File: config.mk
export PLATFORM = sky130hd
export DESIGN_NAME = csr_subsystem
export DESIGN_NICKNAME = d
export VERILOG_FILES = /design/src/source/csr_pkg.sv /design/src/source/csr_arbiter.sv /design/src/source/trap_control.sv /design/src/source/csr_file.sv /design/src/source/clint_timer.sv /design/src/source/csr_subsystem.sv
export SDC_FILE = /design/constraint.sdc
export NUM_CORES = 1
export LEC_CHECK = 0
export ABC_AREA = 1
export BUFFER_PORTS_ARGS = -buffer_cell sky130_fd_sc_hd__buf_2
export CAP_MARGIN = 30
export CORE_UTILIZATION = 29
export DETAILED_ROUTE_END_ITERATION = 12
export GPL_TIMING_DRIVEN = 0
export PLACE_DENSITY = 0.47
export SLEW_MARGIN = 15
export SYNTH_ARGS = -nofsm -noshare
export SYNTH_HDL_FRONTEND = slang
export SYNTH_SLANG_ARGS = --single-unit
File: constraint.sdc
create_clock -name clock -period 2.9 [get_ports clock]
set_input_delay 0 -clock clock [delete_from_list [all_inputs] [get_ports clock]]
set_output_delay 0 -clock clock [all_outputs]
set_load 0.01 [all_outputs]
File: src/source/csr_pkg.sv
package csr_pkg;

  // Data width is fixed, RV32 only
  localparam int xlen = 32;

  typedef logic [11:0] csr_addr_t;

  // Supervisor views
  localparam csr_addr_t addr_sstatus = 12'h100;
  localparam csr_addr_t addr_sie = 12'h104;
  localparam csr_addr_t addr_sepc = 12'h141;
  localparam csr_addr_t addr_scause = 12'h142;
  localparam csr_addr_t addr_sip = 12'h144;

  // Machine registers
  localparam csr_addr_t addr_mstatus = 12'h300;
  localparam csr_addr_t addr_mie = 12'h304;
  localparam csr_addr_t addr_mepc = 12'h341;
  localparam csr_addr_t addr_mcause = 12'h342;
  localparam csr_addr_t addr_mip = 12'h344;

  // mstatus fields, mpp is two bits wide starting here
  localparam int stat_sie = 1;
  localparam int stat_mie = 3;
  localparam int stat_spie = 5;
  localparam int stat_mpie = 7;
  localparam int stat_spp = 8;
  localparam int stat_mpp = 11;
  localparam int stat_mprv = 17;

  // Interrupt bits in mip/mie, also the interrupt cause codes
  localparam int irq_ssi = 1;
  localparam int irq_msi = 3;
  localparam int irq_sti = 5;
  localparam int irq_mti = 7;
  localparam int irq_sei = 9;
  localparam int irq_mei = 11;

  // Synchronous exception codes
  localparam int cause_illegal = 2;
  localparam int cause_ecall_u = 8;
  localparam int cause_ecall_s = 9;
  localparam int cause_ecall_m = 11;

  // Encoding 2 is reserved
  typedef enum logic [1:0] {
    priv_user       = 2'b00,
    priv_supervisor = 2'b01,
    priv_machine    = 2'b11
  } priv_t;

  typedef struct packed {
    logic            strobe;
    logic            write;
    csr_addr_t       addr;
    logic [xlen-1:0] wdata;
  } csr_req_t;

  // Per-cycle events from the hart pipeline
  typedef struct packed {
    logic            illegal_instruction;
    logic            ecall;
    logic            mret;
    logic            sret;
    logic [xlen-1:0] pc;
  } trap_event_t;

  typedef struct packed {
    logic msip;
    logic ssip;
    logic mtip;
    logic meip;
  } irq_lines_t;

  typedef struct packed {
    logic            take;
    logic            interrupt;
    logic [xlen-2:0] cause;
  } trap_decision_t;

endpackage

File: src/source/csr_arbiter.sv
`timescale 1ns/100ps

module csr_arbiter import csr_pkg::*; (
  input  logic            clock,
  input  logic            reset,
  input  csr_req_t        hart_req,
  input  csr_req_t        debug_req,
  output csr_req_t        bus_req,
  output logic            debug_wait,
  input  logic [xlen-1:0] bus_rdata,
  output logic [xlen-1:0] hart_rdata,
  output logic [xlen-1:0] debug_rdata
);

  logic hart_grant;
  logic debug_grant;
  // Debug request was held off last cycle
  logic debug_held;

  // Hart always wins, debug only gets an idle bus
  assign hart_grant = hart_req.strobe;
  assign debug_grant = debug_req.strobe && !hart_req.strobe;

  // Collision, debug keeps its request up and retries
  assign debug_wait = debug_req.strobe && hart_req.strobe;

  always_comb begin
    if (hart_grant) begin
      bus_req = hart_req;
    end else begin
      // Strobe is low here unless debug asks
      bus_req = debug_req;
    end
  end

  // Read data only reaches the master that owns the bus
  assign hart_rdata = hart_grant ? bus_rdata : '0;
  assign debug_rdata = debug_grant ? bus_rdata : '0;

  always_ff @(posedge clock) begin
    if (reset) begin
      debug_held <= 1'b0;
    end else begin
      debug_held <= debug_wait;
    end
  end

endmodule

File: src/source/trap_control.sv
`timescale 1ns/100ps

module trap_control import csr_pkg::*; (
  input  trap_event_t     events,
  input  logic [xlen-1:0] pending,
  input  logic [xlen-1:0] enabled,
  input  logic            status_mie,
  input  logic            status_sie,
  input  priv_t           priv,
  output trap_decision_t  decision
);

  logic [xlen-1:0] active;
  logic [xlen-1:0] taken;
  logic            m_allowed;
  logic            s_allowed;
  logic            irq_any;
  logic [xlen-2:0] irq_cause;

  assign active = pending & enabled;

  // Machine interrupts: any lower mode, or M with global enable
  assign m_allowed = (priv != priv_machine) || status_mie;
  // Supervisor interrupts never preempt M
  assign s_allowed = (priv == priv_user) || ((priv == priv_supervisor) && status_sie);

  always_comb begin
    taken = '0;
    taken[irq_mei] = active[irq_mei] && m_allowed;
    taken[irq_mti] = active[irq_mti] && m_allowed;
    taken[irq_msi] = active[irq_msi] && m_allowed;
    taken[irq_sei] = active[irq_sei] && s_allowed;
    taken[irq_sti] = active[irq_sti] && s_allowed;
    taken[irq_ssi] = active[irq_ssi] && s_allowed;
  end

  assign irq_any = |taken;

  // Fixed order MEI, MTI, MSI, SEI, STI, SSI
  always_comb begin
    irq_cause = '0;
    if (taken[irq_mei]) begin
      irq_cause = (xlen-1)'(irq_mei);
    end else if (taken[irq_mti]) begin
      irq_cause = (xlen-1)'(irq_mti);
    end else if (taken[irq_msi]) begin
      irq_cause = (xlen-1)'(irq_msi);
    end else if (taken[irq_sei]) begin
      irq_cause = (xlen-1)'(irq_sei);
    end else if (taken[irq_sti]) begin
      irq_cause = (xlen-1)'(irq_sti);
    end else if (taken[irq_ssi]) begin
      irq_cause = (xlen-1)'(irq_ssi);
    end
  end

  always_comb begin
    decision = '0;
    if (irq_any) begin
      decision.take = 1'b1;
      decision.interrupt = 1'b1;
      decision.cause = irq_cause;
    end else if (events.illegal_instruction) begin
      decision.take = 1'b1;
      decision.cause = (xlen-1)'(cause_illegal);
    end else if (events.ecall) begin
      // 8, 9 or 11 depending on the calling mode
      decision.take = 1'b1;
      decision.cause = (xlen-1)'(cause_ecall_u) + (xlen-1)'(priv);
    end
  end

endmodule

File: src/source/csr_file.sv
`timescale 1ns/100ps

module csr_file import csr_pkg::*; (
  input  logic            clock,
  input  logic            reset,
  input  csr_req_t        bus_req,
  output logic [xlen-1:0] rdata,
  input  trap_event_t     events,
  input  trap_decision_t  decision,
  input  irq_lines_t      irq,
  input  logic            external_interrupt,
  output logic [xlen-1:0] pending,
  output logic [xlen-1:0] enabled,
  output logic            status_mie,
  output logic            status_sie,
  output priv_t           priv,
  output logic [xlen-1:0] mepc,
  output logic [xlen-1:0] sepc
);

  // Interrupt bits visible from S-mode, and all implemented ones
  localparam logic [xlen-1:0] s_irq_mask =
      (xlen'(1) << irq_ssi) | (xlen'(1) << irq_sti) | (xlen'(1) << irq_sei);
  localparam logic [xlen-1:0] m_irq_mask =
      s_irq_mask | (xlen'(1) << irq_msi) | (xlen'(1) << irq_mti) | (xlen'(1) << irq_mei);

  logic            write_en;
  logic [xlen-1:0] wdata;
  logic            mstatus_mie;
  logic            mstatus_sie;
  logic            mstatus_mpie;
  logic            mstatus_spie;
  logic            mstatus_spp;
  logic            mstatus_mprv;
  logic [1:0]      mstatus_mpp;
  priv_t           priv_q;
  logic [xlen-1:0] mie_q;
  logic            stip_q;
  logic            seip_q;
  logic [xlen-1:0] mepc_q;
  logic [xlen-1:0] sepc_q;
  logic [xlen-1:0] mcause_q;
  logic [xlen-1:0] scause_q;
  logic [xlen-1:0] mstatus;
  logic [xlen-1:0] sstatus;
  logic [xlen-1:0] mip;
  logic [xlen-1:0] sip;
  logic [xlen-1:0] sie_view;

  // WLRL check on the incoming write value
  function automatic logic legal_cause(input logic [xlen-1:0] value);
    logic [xlen-2:0] code;
    code = value[xlen-2:0];
    if (value[xlen-1]) begin
      return code inside {irq_ssi, irq_msi, irq_sti, irq_mti, irq_sei, irq_mei};
    end
    return code inside {cause_illegal, cause_ecall_u, cause_ecall_s, cause_ecall_m};
  endfunction

  // A trap in the same cycle drops the CSR write
  assign write_en = bus_req.strobe && bus_req.write && !decision.take;
  assign wdata = bus_req.wdata;

  // Status bits, priority trap > mret > sret > CSR write
  always_ff @(posedge clock) begin
    if (reset) begin
      mstatus_mie <= 1'b0;
      mstatus_sie <= 1'b0;
      mstatus_mpie <= 1'b0;
      mstatus_spie <= 1'b0;
      mstatus_spp <= 1'b0;
      mstatus_mprv <= 1'b0;
      mstatus_mpp <= 2'b00;
    end else if (decision.take) begin
      // Every trap lands in M
      mstatus_mie <= 1'b0;
      mstatus_mpie <= mstatus_mie;
      mstatus_mpp <= priv_q;
    end else if (events.mret) begin
      mstatus_mie <= mstatus_mpie;
      mstatus_mpie <= 1'b1;
      mstatus_mpp <= priv_machine;
      if (mstatus_mpp != priv_machine) begin
        mstatus_mprv <= 1'b0;
      end
    end else if (events.sret) begin
      mstatus_sie <= mstatus_spie;
      mstatus_spie <= 1'b1;
      mstatus_spp <= 1'b1;
      mstatus_mprv <= 1'b0;
    end else if (write_en && bus_req.addr == addr_mstatus) begin
      mstatus_mie <= wdata[stat_mie];
      mstatus_sie <= wdata[stat_sie];
      mstatus_mpie <= wdata[stat_mpie];
      mstatus_spie <= wdata[stat_spie];
      mstatus_spp <= wdata[stat_spp];
      mstatus_mprv <= wdata[stat_mprv];
      // Reserved mode 2 is not stored
      if (wdata[stat_mpp +: 2] != 2'b10) begin
        mstatus_mpp <= wdata[stat_mpp +: 2];
      end
    end else if (write_en && bus_req.addr == addr_sstatus) begin
      mstatus_sie <= wdata[stat_sie];
      mstatus_spie <= wdata[stat_spie];
      mstatus_spp <= wdata[stat_spp];
    end
  end

  always_ff @(posedge clock) begin
    if (reset) begin
      priv_q <= priv_machine;
    end else if (decision.take) begin
      priv_q <= priv_machine;
    end else if (events.mret) begin
      priv_q <= priv_t'(mstatus_mpp);
    end else if (events.sret) begin
      priv_q <= priv_t'({1'b0, mstatus_spp});
    end
  end

  // Interrupt enables, sie only reaches the supervisor bits
  always_ff @(posedge clock) begin
    if (reset) begin
      mie_q <= '0;
    end else if (write_en && bus_req.addr == addr_mie) begin
      mie_q <= wdata & m_irq_mask;
    end else if (write_en && bus_req.addr == addr_sie) begin
      mie_q <= (mie_q & ~s_irq_mask) | (wdata & s_irq_mask);
    end
  end

  // Software-set supervisor pending bits, M-mode only
  always_ff @(posedge clock) begin
    if (reset) begin
      stip_q <= 1'b0;
      seip_q <= 1'b0;
    end else if (write_en && priv_q == priv_machine &&
                 (bus_req.addr == addr_mip || bus_req.addr == addr_sip)) begin
      stip_q <= wdata[irq_sti];
      seip_q <= wdata[irq_sei];
    end
  end

  always_ff @(posedge clock) begin
    if (reset) begin
      mepc_q <= '0;
      mcause_q <= '0;
    end else if (decision.take) begin
      mepc_q <= events.pc;
      mcause_q <= {decision.interrupt, decision.cause};
    end else begin
      if (write_en && bus_req.addr == addr_mepc) begin
        mepc_q <= {wdata[xlen-1:2], 2'b00};
      end
      if (write_en && bus_req.addr == addr_mcause && legal_cause(wdata)) begin
        mcause_q <= wdata;
      end
    end
  end

  always_ff @(posedge clock) begin
    if (reset) begin
      sepc_q <= '0;
      scause_q <= '0;
    end else begin
      if (write_en && bus_req.addr == addr_sepc) begin
        sepc_q <= {wdata[xlen-1:2], 2'b00};
      end
      if (write_en && bus_req.addr == addr_scause && legal_cause(wdata)) begin
        scause_q <= wdata;
      end
    end
  end

  always_comb begin
    mstatus = '0;
    mstatus[stat_sie] = mstatus_sie;
    mstatus[stat_mie] = mstatus_mie;
    mstatus[stat_spie] = mstatus_spie;
    mstatus[stat_mpie] = mstatus_mpie;
    mstatus[stat_spp] = mstatus_spp;
    mstatus[stat_mpp +: 2] = mstatus_mpp;
    mstatus[stat_mprv] = mstatus_mprv;
  end

  // sstatus drops mie, mpie, mpp and mprv
  always_comb begin
    sstatus = '0;
    sstatus[stat_sie] = mstatus_sie;
    sstatus[stat_spie] = mstatus_spie;
    sstatus[stat_spp] = mstatus_spp;
  end

  always_comb begin
    mip = '0;
    mip[irq_ssi] = irq.ssip;
    mip[irq_msi] = irq.msip;
    mip[irq_sti] = stip_q;
    mip[irq_mti] = irq.mtip;
    mip[irq_sei] = seip_q;
    mip[irq_mei] = external_interrupt || irq.meip;
  end

  assign sip = mip & s_irq_mask;
  assign sie_view = mie_q & s_irq_mask;

  always_comb begin
    case (bus_req.addr)
      addr_sstatus: rdata = sstatus;
      addr_sie:     rdata = sie_view;
      addr_sepc:    rdata = sepc_q;
      addr_scause:  rdata = scause_q;
      addr_sip:     rdata = sip;
      addr_mstatus: rdata = mstatus;
      addr_mie:     rdata = mie_q;
      addr_mepc:    rdata = mepc_q;
      addr_mcause:  rdata = mcause_q;
      addr_mip:     rdata = mip;
      default:      rdata = '0;
    endcase
  end

  assign pending = mip;
  assign enabled = mie_q;
  assign status_mie = mstatus_mie;
  assign status_sie = mstatus_sie;
  assign priv = priv_q;
  assign mepc = mepc_q;
  assign sepc = sepc_q;

endmodule

File: src/source/clint_timer.sv
`timescale 1ns/100ps

module clint_timer import csr_pkg::*; #(
  parameter int tick_divide = 1
) (
  input  logic            clock,
  input  logic            reset,
  input  logic            mem_write,
  input  logic [2:0]      mem_select,
  input  logic [xlen-1:0] mem_wdata,
  output irq_lines_t      irq
);

  // At least one bit, also for a divider of 1
  localparam int count_width = (tick_divide > 1) ? $clog2(tick_divide) : 1;

  logic [count_width-1:0] prescale;
  logic                   tick;
  logic [63:0]            mtime;
  logic [63:0]            mtimecmp;
  logic                   msip_q;
  logic                   ssip_q;
  logic                   mtip_q;

  assign tick = (prescale == count_width'(tick_divide - 1));

  always_ff @(posedge clock) begin
    if (reset) begin
      prescale <= '0;
    end else if (tick) begin
      prescale <= '0;
    end else begin
      prescale <= prescale + 1'b1;
    end
  end

  // A bus write takes precedence over the tick
  always_ff @(posedge clock) begin
    if (reset) begin
      mtime <= '0;
    end else if (mem_write && mem_select == 3'd0) begin
      mtime[31:0] <= mem_wdata;
    end else if (mem_write && mem_select == 3'd1) begin
      mtime[63:32] <= mem_wdata;
    end else if (tick) begin
      mtime <= mtime + 64'd1;
    end
  end

  always_ff @(posedge clock) begin
    if (reset) begin
      // All ones keeps mtip quiet out of reset
      mtimecmp <= '1;
      msip_q <= 1'b0;
      ssip_q <= 1'b0;
    end else if (mem_write) begin
      case (mem_select)
        3'd2: mtimecmp[31:0] <= mem_wdata;
        3'd3: mtimecmp[63:32] <= mem_wdata;
        3'd4: msip_q <= mem_wdata[0];
        3'd5: ssip_q <= mem_wdata[0];
        default: ;
      endcase
    end
  end

  // Registered compare, one cycle behind mtime
  always_ff @(posedge clock) begin
    if (reset) begin
      mtip_q <= 1'b0;
    end else begin
      mtip_q <= (mtime >= mtimecmp);
    end
  end

  assign irq.msip = msip_q;
  assign irq.ssip = ssip_q;
  assign irq.mtip = mtip_q;
  // External interrupt enters at the CSR file
  assign irq.meip = 1'b0;

endmodule

File: src/source/csr_subsystem.sv
`timescale 1ns/100ps

module csr_subsystem import csr_pkg::*; #(
  parameter int tick_divide = 1
) (
  input  logic            clock,
  input  logic            reset,
  input  csr_req_t        hart_req,
  input  csr_req_t        debug_req,
  output logic [xlen-1:0] hart_rdata,
  output logic [xlen-1:0] debug_rdata,
  output logic            debug_wait,
  input  trap_event_t     events,
  input  logic            external_interrupt,
  input  logic            mem_write,
  input  logic [2:0]      mem_select,
  input  logic [xlen-1:0] mem_wdata,
  output logic            trap,
  output logic [xlen-1:0] trap_cause,
  output priv_t           priv,
  output logic [xlen-1:0] mepc,
  output logic [xlen-1:0] sepc
);

  csr_req_t        bus_req;
  logic [xlen-1:0] bus_rdata;
  logic [xlen-1:0] pending;
  logic [xlen-1:0] enabled;
  logic            status_mie;
  logic            status_sie;
  trap_decision_t  decision;
  irq_lines_t      irq;

  csr_arbiter csr_arbiter_inst (
    .clock       (clock),
    .reset       (reset),
    .hart_req    (hart_req),
    .debug_req   (debug_req),
    .bus_req     (bus_req),
    .debug_wait  (debug_wait),
    .bus_rdata   (bus_rdata),
    .hart_rdata  (hart_rdata),
    .debug_rdata (debug_rdata)
  );

  trap_control trap_control_inst (
    .events     (events),
    .pending    (pending),
    .enabled    (enabled),
    .status_mie (status_mie),
    .status_sie (status_sie),
    .priv       (priv),
    .decision   (decision)
  );

  csr_file csr_file_inst (
    .clock              (clock),
    .reset              (reset),
    .bus_req            (bus_req),
    .rdata              (bus_rdata),
    .events             (events),
    .decision           (decision),
    .irq                (irq),
    .external_interrupt (external_interrupt),
    .pending            (pending),
    .enabled            (enabled),
    .status_mie         (status_mie),
    .status_sie         (status_sie),
    .priv               (priv),
    .mepc               (mepc),
    .sepc               (sepc)
  );

  clint_timer #(
    .tick_divide (tick_divide)
  ) clint_timer_inst (
    .clock      (clock),
    .reset      (reset),
    .mem_write  (mem_write),
    .mem_select (mem_select),
    .mem_wdata  (mem_wdata),
    .irq        (irq)
  );

  assign trap = decision.take;
  assign trap_cause = {decision.interrupt, decision.cause};

endmodule

Word-level counts from Yosys, hierarchy flattened --
Index checks and enable logic that the tools add are counted.
Storage, ports and cells: register bits after elaboration 302
Cells by class: add/sub/neg operators 3, order comparisons 1, eq/ne operators 34, multiplexer cells 64, bitwise operators 6, reductions and logical operators 58
Operator list (count):
- 32-bit case mux with 10 select lines | 1
- 32-bit 2-to-1 mux | 9
- 31-bit 2-to-1 mux | 8
- 31-bit by 4-bit equality test with 1-bit output, second input constant | 3
- 64-bit by 1-bit adder with 64-bit output, second input constant | 1
- 64-bit >= comparator | 1
- 64-bit 2-to-1 mux | 1
- 31-bit by 2-bit equality test with 1-bit output, second input constant | 2
- 31-bit by 3-bit equality test with 1-bit output, second input constant | 2
- 12-bit by 10-bit equality test with 1-bit output, second input constant | 5
- 12-bit by 9-bit equality test with 1-bit output, second input constant | 5
- 46-bit 2-to-1 mux | 1
- 1-bit 2-to-1 mux | 35
- 32-bit by 10-bit OR with 32-bit output | 1
- 31-bit by 1-bit equality test with 1-bit output, second input constant | 1
- 1-bit logical AND | 25
- 12-bit 2-to-1 mux | 2
- 2-bit AND reduction | 8
- 2-bit 2-to-1 mux | 7
- 12-bit bitwise AND | 1
- 3-bit nonzero test | 4
- 2-bit inequality test, second input constant | 5
- 2-bit nonzero test | 5
- 3-bit AND reduction | 3
- 18 further kinds | 30

Longest topological paths before layout --
Gate-level depths: netlist of the first run.
depth in word-level cells 14, mapped depth 17, gate-level depth less buffers 15

Hierarchy --
A second synthesis of the first run with hierarchy kept.
Second synthesis, totals: cells, all modules 2926, area total of the unflattened synthesis 17936.0 um2
Modules (own cells, without submodules):
- clint_timer | instances 1, cells an instance 1468, area each 9072.5 um2, seq. area each 2642.5 um2
- csr_file | instances 1, cells an instance 1105, area each 7309.5 um2, seq. area each 2882.8 um2
- csr_arbiter | instances 1, cells an instance 284, area each 1148.6 um2, seq. area each 0.0 um2
- trap_control | instances 1, cells an instance 69, area each 405.4 um2, seq. area each 0.0 um2

Worst setup path before layout of the first run --
OpenSTA, ideal clock, no wires.
path kind register to register, start point register clint_timer_inst.mtime[1], end point register clint_timer_inst.mtime[62], data arrival time 1780 ps, data required time 2768 ps, setup slack 988 ps, stages on the path, launching flop included 11, buffers on the path 0, clock period less this slack 1912 ps, cell sequence dfxtp_1 -> ha_1 -> nand3_1 -> nor2_1 -> nand3_1 -> nor3_1 -> nand3_1 -> nand2_1 -> nand3_1 -> nand2_1 -> a21oi_1
On the way: longest elaborated chain between the ends 3
RTL lines:
- start, declared | RTL line clint_timer.sv:19 | logic [63:0] mtime;
- start signal, assigned | RTL line clint_timer.sv:42 | mtime[31:0] <= mem_wdata;
- start signal, assigned | RTL line clint_timer.sv:46 | mtime <= mtime + 64'd1;
- 64-bit by 1-bit adder with 64-bit output | RTL line clint_timer.sv:46
- 64-bit 2-to-1 mux | RTL line clint_timer.sv:45 | end else if (tick) begin
- 32-bit 2-to-1 mux | RTL line clint_timer.sv:43 | end else if (mem_write && mem_select == 3'd1) begin
Every way passes these cells. The select of a mux whose other input is x is not followed. A chain may end at the register's enable or synchronous reset.

Worst setup path in the final report of the first run --
start point input port hart_req[45] (netlist bit), end point output port debug_rdata[4]
On the way: longest elaborated chain between the ends 4
RTL lines:
- start, declared | RTL line csr_subsystem.sv:8 | input csr_req_t hart_req,
- 46-bit 2-to-1 mux | RTL line csr_arbiter.sv:28 | if (hart_grant) begin
- 12-bit by 10-bit equality test with 1-bit output / 12-bit by 9-bit equality test with 1-bit output (equally long branches) | RTL line csr_file.sv:208 | case (bus_req.addr)
- 32-bit case mux with 10 select lines | RTL line csr_file.sv:208
- 32-bit 2-to-1 mux (*) | RTL line csr_arbiter.sv:38 | assign debug_rdata = debug_grant ? bus_rdata : '0;
- end, declared | RTL line csr_subsystem.sv:11 | output logic [xlen-1:0] debug_rdata,
Every way passes the cells marked *; elsewhere a longest branch is shown, timed or not.

==> impl_results.md, run 1 <==
* Outcome: finished clean
* Share of layout cells above drive strength 1 at between 10 and 15%
* Avg Vias per Cell at a little under 5
* Sw Ratio at between 20% and 30%
* Hold Fails Final Rpt at 0
* Synth Register Bits at about 280
* Total Die Area at ~58000 um^2
* Final slew viol count at 0
* Crit end category: output pin
* Total Power at between 9 and 10 mW
* Worst-skew pair later-pin latency at roughly 0.57 ns
* Area growth syn-to-layout at 29.91%
* Worst Hold Depth at 5
* Leakage power at slightly above 10 nW
* Max-Cap Viols at 0
* Routed len/inst at between 20 and 25 um
* DP Cell Count at ~3700
* Worst setup margin at 0.1123 ns
* Port buffer count at 299
* Worst clock skew at roughly 0.029 ns
* GP Congestion at around 0.96
* Slew @ Worst Pin at approximately 0.87 ns
* Most frequent cells in the layout: nand2_1, buf_2, inv_1
* Clock Sinks at 276
* Initial DRC count at about 1300
* Final Cycle Share at a little over nine tenths
* Kind of critical path: primary input to output pin
* Vias at 19080
* Grt total ovfl at 0
* Compound-cell area share of the yosys netlist at approximately 18%
* Setup crit start kind: primary input
* Final #Nets at 3304
* Post-Synthesis Cells at around 2600
* Max_slew headroom at a little over two fifths
* Final setup viols at 0
* Sequential share of the synthesized area at 33.50%
* CTS max path bufs at 3
* CTS tree: yes
* Synth warn at 0
* Initial antenna violation count at 1
* Setup bufs post-CTS at 0
* Register share of total power at 40.8%
* Die Ht at about 240 um
* Synthesized cell area at approximately 16000 um^2
* Total Routed Length at between 70 and 80 mm
* Largest family of logic cells by synthesized area: simple AND/OR/NAND/NOR gates
* Worst EP arrival at about 2.8 ns
* Unrepaired setup endpoints after global routing: no
* FMAX at between 300 and 400 MHz
* CTS buffer count at 36
* Syn avg cell area at 6.373 um^2
* Area of the core at about 56000 um^2
* Switching pwr at roughly 2.8 mW
* Total track usage at a little over a quarter
* Peak supply drop at about 0.33 mV
* Fraction of registers with async set/reset at 0%
* R2R setup slack at around 0.18 ns
* H-tree level count at 2
* Post-synthesis simple-gate area fraction at between 30% and 40%
* Leading cell type in the layout, fill and taps excluded: nand2_1
* Drc violations at 0
* Starting density of the core at just under 30%
* IO Count at roughly 330
* P per Cell Area at between 400 and 500 nW/um^2
* Min-Delay Endpoint: csr_file_inst.sepc[31]
* Yosys cell types at 50
* Count of flip-flops with a built-in enable after synthesis at 0
* # rows at 87
* R2R depth at 9
* Synth Area in Adders at 4.931%
* Primary FF master, synth: dfxtp_1
* Root buffer cell: clkbuf_16
* Post-placement setup slack at -0.1460 ns
* XOR/XNOR share of the synthesized area at 1.115%
* First-pass GRT wire length at about 110 mm
* Hpwl dp at approximately 64 mm
* RR Endpoint: clint_timer_inst.mtime[34]
* Die W at 240.5 um
* R2R Path Start: clint_timer_inst.mtime[1]
* Diode count at 0
* Worst-path clk slew at approximately 0.060 ns
* Vias in the first global route at approximately 18000
* Multiplexer share of the synthesized area at 0%
* Setup TNS at 0 ns
* HP Start: hart_req[31]
* First-pass DRT Iterations at 6
* Largest fanout on the critical path at 10
* Final ANT Viol Nets at 0
* Internal at 7.063 mW
* Clock network power share at 46.3%
* Worst hold margin at 0.04456 ns
* Finished Layout Cells at ~3900
* Final min period at about 2.8 ns
* Largest net degree at the start of global routing at 14
* Worst endpoint required time at approximately 2.9 ns
* HP Class: primary input to flip-flop
* Comb power frac at 12.9%
==> registers in the layout, indices dropped and copies added (netlist names), 2 cells and up <==
register and count:
clint_timer_inst.mtime 64, clint_timer_inst.mtimecmp 64, csr_file_inst.enabled 6, csr_file_inst.mcause_q 32
csr_file_inst.mepc 32, csr_file_inst.mstatus_mpp 2, csr_file_inst.priv 2, csr_file_inst.scause_q 32
csr_file_inst.sepc 30
==> synth_stat cells, types with 3 or more instances <==
cell	instances	share of area, %
nor4_1	4	0.15
buf_6	4	0.27
nor2_2	3	0.11
or2_2	3	0.11
clkbuf_1	89	2.0
inv_1	299	6.8
nand2_1	650	15
inv_2	8	0.18
buf_2	13	0.39
a31oi_1	4	0.15
o22ai_1	4	0.15
ha_1	65	4.9
nor2_4	3	0.20
nor2_1	280	6.4
o21ai_0	198	6.0
o21ai_1	11	0.33
buf_4	37	1.7
nand3b_1	6	0.27
nor3b_1	20	0.91
xnor2_1	5	0.27
o211ai_1	47	2.1
dfxtp_1	276	34
nand3_1	144	4.4
a21oi_1	268	8.1
nand2_2	5	0.19
nor3_1	55	1.7
xor2_1	16	0.85
o21ai_2	4	0.21
buf_1	7	0.16
nand4_1	32	1.2
or2_0	4	0.15
==> how the worst max path moves through the flow <==
stage                                             to  slack (ns)  cells after the start                 startpoint
after floorplan           clint_timer_inst.mtime[62]        0.99                     10  clint_timer_inst.mtime[1]
after global placement                 hart_rdata[4]       -0.15                     14               hart_req[45]
after detailed placement              debug_rdata[4]       -0.15                     14               hart_req[45]
after CTS                                       trap       0.008                      6      csr_file_inst.priv[0]
after global routing      clint_timer_inst.mtime[34]       0.008                      9  clint_timer_inst.mtime[1]
final                                 debug_rdata[4]        0.11                     14               hart_req[45]
==> stage by stage <==
stage	instance area (um^2)	util, %
floorplan	16600	-
global placement	19040	33.84
detailed placement	19050	33.85
CTS	21410	38.04
global route	21420	38.07
finish	21420	38.07
==> cells by family after synthesis <==
family / Yosys count
and+or+nand+nor: 1216
AOI/OAI and AO/OA: 550
buffers and inverters: 459
DFF: 276
adders and majority gates: 65
xor gates and xnor gates: 21
other: 1
==> layout make-up <==
| cell class | count | area [um^2] |
|---|---|---|
| Tap cell | 756 | 945.9 |
| Timing Repair Buffer | 417 | 2673 |
| Sequential cell | 276 | 5525 |
| Fill cell | 6123 | 34850 |
| Clock buffer | 50 | 1003 |
| Buffer | 151 | 769.5 |
| Multi-Input combinational cell | 1882 | 9186 |
| Clock inverter | 11 | 165.2 |
| Inverter | 308 | 1156 |
==> critical path, cell delays in order <==
cell      delay [ns]
buf_2           0.11
buf_4           0.17
buf_8           0.15
nand2_1         0.08
o21ai_2         0.06
nand2_1         0.14
nor3_2          0.07
nand2_1         0.09
clkbuf_1        0.62
clkbuf_2        0.45
o21ai_0         0.13
nor2_1          0.46
nor2_1          0.09
buf_2           0.16
==> what timing repair did <==
action,4_1_cts,5_1_grt
gates resized for setup,5,9
hold endpoints to repair,184,0
setup endpoints to repair,9,14
hold buffers,117,0
==> power by group through the flow <==
| stage | Sequential (mW) | Combinational (mW) | Clock [mW] |
|---|---|---|---|
| 6_report | 4.00 | 1.26 | 4.55 |
| 5_1_grt | 4.01 | 1.38 | 4.80 |
| 4_1_cts | 4.00 | 1.25 | 4.63 |
| 3_5_place_dp | 4.08 | 1.10 | 0 |
| 3_3_place_gp | 4.08 | 1.10 | 0 |
| 2_1_floorplan | 4.06 | 0.592 | 0 |
==> metal layers <==
metal | global-route usage, % | routed length [um] | part of all wire, % | up-vias
li1 | - | - | - | 9362
met1 | 32.63 | 33930 | 43 | 8884
met2 | 48.01 | 38690 | 49 | 694
met3 | 2.618 | 4022 | 5.1 | 136
met4 | 10.19 | 2830 | 3.6 | 0
met5 | 0 | 0 | 0 | -
(Power assumes the default switching activity.)
==> inputs of run 2 (changes only) <==
--- a/config.mk
+++ b/config.mk
@@ -8,10 +8,11 @@
 export ABC_AREA = 1
 export BUFFER_PORTS_ARGS = -buffer_cell sky130_fd_sc_hd__buf_2
 export CAP_MARGIN = 30
+export CORE_MARGIN = 5
 export CORE_UTILIZATION = 29
 export DETAILED_ROUTE_END_ITERATION = 12
 export GPL_TIMING_DRIVEN = 0
-export PLACE_DENSITY = 0.47
+export PLACE_DENSITY = 0.48
 export SLEW_MARGIN = 15
 export SYNTH_ARGS = -nofsm -noshare
 export SYNTH_HDL_FRONTEND = slang
==> constraint.sdc (replaced) <==
create_clock -name clock -period 2.5 [get_ports clock]
set_input_delay 0 -clock clock [delete_from_list [all_inputs] [get_ports clock]]
set_output_delay 0 -clock clock [all_outputs]
set_load 0.01 [all_outputs]
==> impl_results.md, run 2 (synthesis gave the netlist of run 1 again) <==
* Peak supply drop at 0.5221 mV (+60%)
* Diode count at 0 (unchanged)
* Final min period at approximately 2.5 ns
* Min-Delay Endpoint: clint_timer_inst.mtimecmp[63]
* R2R depth at 8 (-1)
* R2R setup slack at 0.02 ns (-0.16 ns)
* Max_slew headroom at 36.66% (-5.2 points)
* CTS buffer count at 31 (-14%)
* Setup crit start kind: flip-flop
* Outcome: finished clean
* R2R Path Start: clint_timer_inst.mtime[1]
* Clock Sinks at 276 (unchanged)
* Crit end category: flip-flop
* Worst setup margin at 0.02022 ns (-0.09211 ns)
* H-tree level count at 1 (-1)
* Hpwl dp at 66.10 mm (+3.3%)
* RR Endpoint: clint_timer_inst.mtime[52]
* Post-placement setup slack at -0.4306 ns (-0.2845 ns)
* CTS max path bufs at 3 (unchanged)
* Max stage delay on crit path at 0.76 ns (+0.14 ns)
* Final ANT Viol Nets at 0 (unchanged)
* Leakage power at 10.21 nW (+1.2%)
* Final setup viols at 0 (unchanged)
* Initial antenna violation count at 0 (-1)
* P per Cell Area at 507.8 nW/um^2 (+11%)
* First-pass GRT wire length at 120.9 mm (+5.8%)
* Final Cycle Share at between 90% and 100%
* Share of layout cells above drive strength 1 at 15.64% (+1.1 points)
* Max-Cap Viols at 0 (unchanged)
* Avg Vias per Cell at 4.987 (+0.67%)
* # rows at 87 (unchanged)
* FMAX at just over 400 MHz
* Kind of critical path: flip-flop to flip-flop
* IO Count at 331 (unchanged)
* Critical-path top delay cell: nor3_1
* Grt total ovfl at 0 (unchanged)
* Final #Nets at 3321 (+0.51%)
* Area growth syn-to-layout at 31.37%
* Final Util at 38.42% (+0.35 points)
* Drc violations at 0 (unchanged)
* CTS tree: yes
* Top flop regs: clint_timer_inst.mtime x64, clint_timer_inst.mtimecmp x64
* Initial DRC count at 1429 (+9.5%)
* HP Class: primary input to flip-flop
* Die Ht at 248.5 um (+3.3%)
* Unrepaired setup endpoints after global routing: yes
* Total Power at 11.00 mW (+12%)
* Hold Fails Final Rpt at 0 (unchanged)
* Routed len/inst at 21.23 um (+2.9%)
* Worst path most repeated cell: nand3_1
* Port buffer count at 299 (unchanged)
* GP Congestion at 0.9549 (-0.19%)
* Total Die Area at 61740 um^2 (+6.8%)
* Worst EP arrival at 3.02 ns (+0.23 ns)
* Total track usage at 25.15% (-1.6 points)
* Leading cell type in the layout, fill and taps excluded: nand2_1
* Worst Hold Depth at 5 (unchanged)
* Area of the core at 56390 um^2 (+0.19%)
* Final slew viol count at 0 (unchanged)
* Worst-path clk slew at 0.06 ns (about the same)
* Crit path cell chain: ha_1 -> nand3_2 -> nor3_1 -> nand3_1 -> or2_2 -> nand3_1 -> nand2_1 -> a21oi_1
* Worst hold margin at 0.03042 ns (-0.01414 ns)
* Total Routed Length at 82.14 mm (+3.4%)
* Vias in the first global route at 18470 (+2.4%)
* Largest net degree at the start of global routing at 17 (+3)
* Worst endpoint required time at 3.04 ns (+0.14 ns)
* Worst clock skew at 0.01110 ns (-0.01748 ns)
* Worst-skew pair later-pin latency at 0.61 ns (+0.04 ns)
* HP Start: mem_select[0]
* Most frequent cells in the layout: nand2_1, buf_2, inv_1
* Largest fanout on the critical path at 5 (-5)
* Starting density of the core at 29.25% (-0.057 points)
* Slew @ Worst Pin at 0.9501 ns (+0.08500 ns)
* Vias at 19290 (+1.1%)
* First-pass DRT Iterations at 5 (-1)
* Root buffer cell: clkbuf_16
* Die W at 248.5 um (+3.3%)
[run 2: cell count changes in the layout (fill, tap and decap cells not counted), moves of 6 or more]
cell           before  now
buf_4              37   47
clkbuf_1           93   85
clkbuf_8            5   11
dlygate4sd3_1     117  131
nor2_1            277  268
nor2_2              6   12
[run 2: how the worst max path moves through the flow]
stage,slack (ns),start,to
after CTS,-0.1,csr_file_inst.priv[0],trap
after global routing,-0.03,clint_timer_inst.mtime[1],clint_timer_inst.mtime[34]
after floorplan,0.59,clint_timer_inst.mtime[1],clint_timer_inst.mtime[62]
after global placement,-0.42,clint_timer_inst.mtime[1],clint_timer_inst.mtime[62]
after detailed placement,-0.43,clint_timer_inst.mtime[1],clint_timer_inst.mtime[62]
final,0.02,clint_timer_inst.mtime[1],clint_timer_inst.mtime[52]
[run 2: critical path: cells and delay by family (launching register included)]
family	cells	cell delay, ns
simple gates	6	1.65
fa+ha+maj	1	0.27
flops	1	0.39
compound gates	1	0.11
[run 2: timing repair]
action	4_1_cts	5_1_grt
cloned	0	0
buffers inserted	4	5
hold buffers	131	0
resized for setup	23	33
setup endpoints to repair	147	88
hold endpoints to repair	198	0
pin swaps	2	2
[run 2: area by class of cell]
type / instances / area (um^2)
inverter: 308 / 1162
clock buffer: 45 / 938.4
sequential: 276 / 5529
buffer: 151 / 782.0
clock inverter: 12 / 128.9
fill: 6224 / 34720
multi-input combinational: 1882 / 9304
timing repair buffer: 439 / 2875
tap: 756 / 945.9
[run 2: per-stage QoR]
stage | cell area (um^2) | setup TNS, ns | instances
after detailed placement | 19050 | -36.67 | 3672
after global placement | 19040 | -38.06 | 3672
after CTS | 21530 | -0.1452 | 3864
final | 21670 | 0 | 3869
after floorplan | 16600 | 0 | 2617
after global routing | 21670 | -0.05145 | 3869
[run 2: per-layer routing]
| layer | wire length [um] | vias to the layer above | track usage [%] |
|---|---|---|---|
| met5 | 0 | - | 0 |
| met4 | 3512 | 0 | 8.939 |
| met3 | 4689 | 132 | 3.020 |
| met2 | 39320 | 753 | 44.14 |
| met1 | 34610 | 9038 | 31.86 |
| li1 | - | 9371 | - |
[run 2: power by group]
part	switching (mW)	internal, mW
Sequential	0.131	4.52
Clock	2.04	2.81
Combinational	0.944	0.562
Total	3.12	7.89
==> inputs of run 3 (changes only) <==
--- a/config.mk
+++ b/config.mk
@@ -5,14 +5,13 @@
 export SDC_FILE = /design/constraint.sdc
 export NUM_CORES = 1
 export LEC_CHECK = 0
-export ABC_AREA = 1
 export BUFFER_PORTS_ARGS = -buffer_cell sky130_fd_sc_hd__buf_2
 export CAP_MARGIN = 30
 export CORE_MARGIN = 5
 export CORE_UTILIZATION = 29
 export DETAILED_ROUTE_END_ITERATION = 12
 export GPL_TIMING_DRIVEN = 0
-export PLACE_DENSITY = 0.48
+export PLACE_DENSITY = 0.49
 export SLEW_MARGIN = 15
 export SYNTH_ARGS = -nofsm -noshare
 export SYNTH_HDL_FRONTEND = slang
==> impl_results.md, run 3 <==
* Share of layout cells above drive strength 1 at 29.05% (+13 points)
* Area growth syn-to-layout at 46.67%
* Kind of critical path: flip-flop to flip-flop
* Worst-path clk slew at 0.06 ns (about the same)
* Post-Synthesis Cells at 2003 (-23%)
* Top flop regs: clint_timer_inst.mtime x64, clint_timer_inst.mtimecmp x64
* Area share of the largest cell type after synthesis at 35.74% (+2.2 points)
* Max_slew headroom at 24.87% (-12 points)
* Total Routed Length at 78.88 mm (-4.0%)
* Synth warn at 0 (unchanged)
* Final #Nets at 2805 (-16%)
* Total Die Area at 58030 um^2 (-6.0%)
* Initial DRC count at 1656 (+16%)
* Worst Hold Depth at 4 (-1)
* Area of the core at 52660 um^2 (-6.6%)
* Worst endpoint required time at 2.96 ns (-0.08 ns)
* HP Start: debug_req[5]
* HP Class: primary input to flip-flop
* Drc violations at 0 (unchanged)
* Die Ht at 240.9 um (-3.1%)
* H-tree level count at 2 (+1)
* Final min period at 2.703 ns (+0.2234 ns)
* Port buffer count at 299 (unchanged)
* Clock Sinks at 276 (unchanged)
* Root buffer cell: clkbuf_16
* Starting density of the core at 29.36% (+0.11 points)
* Initial antenna violation count at 2 (+2)
* Most frequent cell after synthesis: nand2_1
* CTS tree: yes
* Hpwl dp at 58.52 mm (-11%)
* Setup crit start kind: flip-flop
* Slew @ Worst Pin at 1.127 ns (+0.1769 ns)
* Total track usage at 25.20% (+0.050 points)
* Outcome: finished, violations left
* Synth Register Bits at 276 (unchanged)
* Vias at 18260 (-5.4%)
* RR Endpoint: clint_timer_inst.mtip_q
* Setup TNS at -0.3699 ns (-0.3699 ns)
* Worst-skew pair later-pin latency at 0.57 ns (-0.04 ns)
* Crit end category: flip-flop
* # rows at 84 (-3.4%)
* Avg Vias per Cell at 5.551 (+11%)
* Hold Fails Final Rpt at 0 (unchanged)
* Final setup viols at 6 (+6)
* Final Cycle Share at 108.1% (+8.9 points)
* First-pass GRT wire length at 111.6 mm (-7.6%)
* Commonest cells in the netlist: nand2_1, dfxtp_1, nor2_1
* Unrepaired setup endpoints after global routing: yes
* Largest fanout on the critical path at 2 (-3)
* First-pass DRT Iterations at 6 (+1)
* Count of flip-flops with a built-in enable after synthesis at 0 (unchanged)
* R2R Path Start: clint_timer_inst.mtime[0]
* Grt total ovfl at 0 (unchanged)
* Failing checks: negative setup slack
* Die W at 240.9 um (-3.1%)
* Synthesized cell area at 15460 um^2 (-6.3%)
* Sequential share of the synthesized area at 35.74% (+2.2 points)
* Vias in the first global route at 17470 (-5.4%)
* Worst clock skew at 0.01845 ns (+0.007357 ns)
* R2R depth at 9 (+1)
* Worst setup margin at -0.2032 ns (-0.2234 ns)
* Final ANT Viol Nets at 0 (unchanged)
* Leakage power at 9.960 nW (-2.4%)
* Max-Cap Viols at 0 (unchanged)
* Fraction of registers with async set/reset at 0% (unchanged)
* Final slew viol count at 0 (unchanged)
* Worst EP arrival at 3.16 ns (+0.14 ns)
* CTS max path bufs at 3 (unchanged)
* Top post-synthesis cells by area: dfxtp_1, nand2_1, a21oi_1, ha_1, nor2_1
* CTS buffer count at 35 (+13%)
* GP Congestion at 0.9531 (-0.19%)
* Largest net degree at the start of global routing at 20 (+3)
* IO Count at 331 (unchanged)
* Peak supply drop at 0.4298 mV (-18%)
* Fillcell total at 5353 (-14%)
* Min-Delay Endpoint: csr_file_inst.sepc[5]
* Leading cell type in the layout, fill and taps excluded: buf_2
* Primary FF master, synth: dfxtp_1
* P per Cell Area at 546.5 nW/um^2 (+7.6%)
* Most frequent cells in the layout: buf_2, nand2_1, dfxtp_1
* Yosys top cell by area: dfxtp_1
* Yosys cell types at 77 (+54%)
* Routed len/inst at 23.98 um (+13%)
* Syn avg cell area at 7.718 um^2 (+21%)
* FMAX at 369.9 MHz (-8.3%)
* R2R setup slack at -0.20 ns (-0.22 ns)
* Post-placement setup slack at -1.542 ns (-1.111 ns)
-- run 3: cell count changes after synthesis, sizes merged, moves of 18 or more --
cell | previous run | this run
a31oi | 4 | 22
a21o | 0 | 28
o211ai | 47 | 93
nand2 | 655 | 294
mux2i | 0 | 49
a211oi | 0 | 49
o21ai | 213 | 72
a22oi | 1 | 37
and2 | 1 | 80
inv | 307 | 82
nor4 | 4 | 28
nor2 | 286 | 209
nand3 | 145 | 35
a21oi | 269 | 176
-- run 3: repair_timing --
action	4_1_cts	5_1_grt
resized for setup	182	258
setup buffers	47	30
hold endpoints to repair	191	0
hold buffers	122	0
setup endpoints to repair	247	210
gates cloned	1	7
pin swaps	35	116
-- run 3: kinds of logic (layout without fill, tap and decap cells) --
| logic type | Yosys count | in the layout | share of synthesized area [%] |
|---|---|---|---|
| AOI/OAI and AO/OA | 564 | 564 | 23.81 |
| and+or+nand+nor | 799 | 799 | 24.55 |
| adders and majority gates | 65 | 65 | 5.261 |
| DFF | 276 | 276 | 35.74 |
| other | 1 | 32 | 0.02426 |
| muxes | 59 | 59 | 3.901 |
| buffers and inverters | 239 | 806 | 6.709 |
-- run 3: cell type report --
type	count	area [um^2]	share of cell area, %
timing repair buffer	508	3592	15.84
multi-input combinational	1517	9967	43.96
clock inverter	21	405.4	1.788
antenna	2	5.005	0.02207
sequential	276	5555	24.50
buffer	153	1016	4.480
inverter	82	311.5	1.374
clock buffer	42	962.2	4.243
tap	688	860.8	3.796
-- run 3: worst max path at each step --
stage          cells past startpoint                          to                       from
2_1_floorplan                      9  clint_timer_inst.mtime[58]  clint_timer_inst.mtime[1]
3_3_place_gp                      13              hart_rdata[24]               hart_req[45]
3_5_place_dp                      13             debug_rdata[24]               hart_req[45]
4_1_cts                            9     clint_timer_inst.mtip_q  clint_timer_inst.mtime[0]
5_1_grt                            9     clint_timer_inst.mtip_q  clint_timer_inst.mtime[0]
6_report                           9     clint_timer_inst.mtip_q  clint_timer_inst.mtime[0]
-- run 3: worst max-delay path: stages (launching register included) --
cell       delay, ns
dfxtp_4         0.38
inv_2           0.05
ha_4            0.20
nand2b_4        0.13
a21o_1          0.16
a211o_1         0.31
a2111oi_4       0.38
o2111ai_2       0.24
a221o_1         0.48
a31o_2          0.29
-- run 3: stage by stage --
stage | cells | area [um^2] | hold slack [ns] | utilization [%] | power (mW)
6_report | 3289 | 22680 | 0.02963 | 43.06 | 12.39
3_3_place_gp | 3019 | 17950 | 0.2557 | 34.09 | 6.029
4_1_cts | 3252 | 21540 | 0.005046 | 40.91 | 12.37
5_1_grt | 3288 | 22670 | 0.02663 | 43.06 | 12.75
2_1_floorplan | 2032 | 15590 | 0.1285 | - | 5.350
3_5_place_dp | 3022 | 17980 | 0.2656 | 34.16 | 6.042
-- run 3: report_power, final --
| part | leakage [nW] | internal [mW] | switching [mW] |
|---|---|---|---|
| registers | 2.25 | 4.51 | 0.124 |
| logic | 7.04 | 0.652 | 1.02 |
| clock network | 0.666 | 3.83 | 2.26 |
-- run 3: routing by layer --
metal	share of wire, %	vias to the layer above	track usage (%)
met5	0	-	0
met4	4.8	0	10.70
met3	7.7	220	4.182
met2	47	890	43.36
met1	40	8818	31.27
li1	-	8328	-
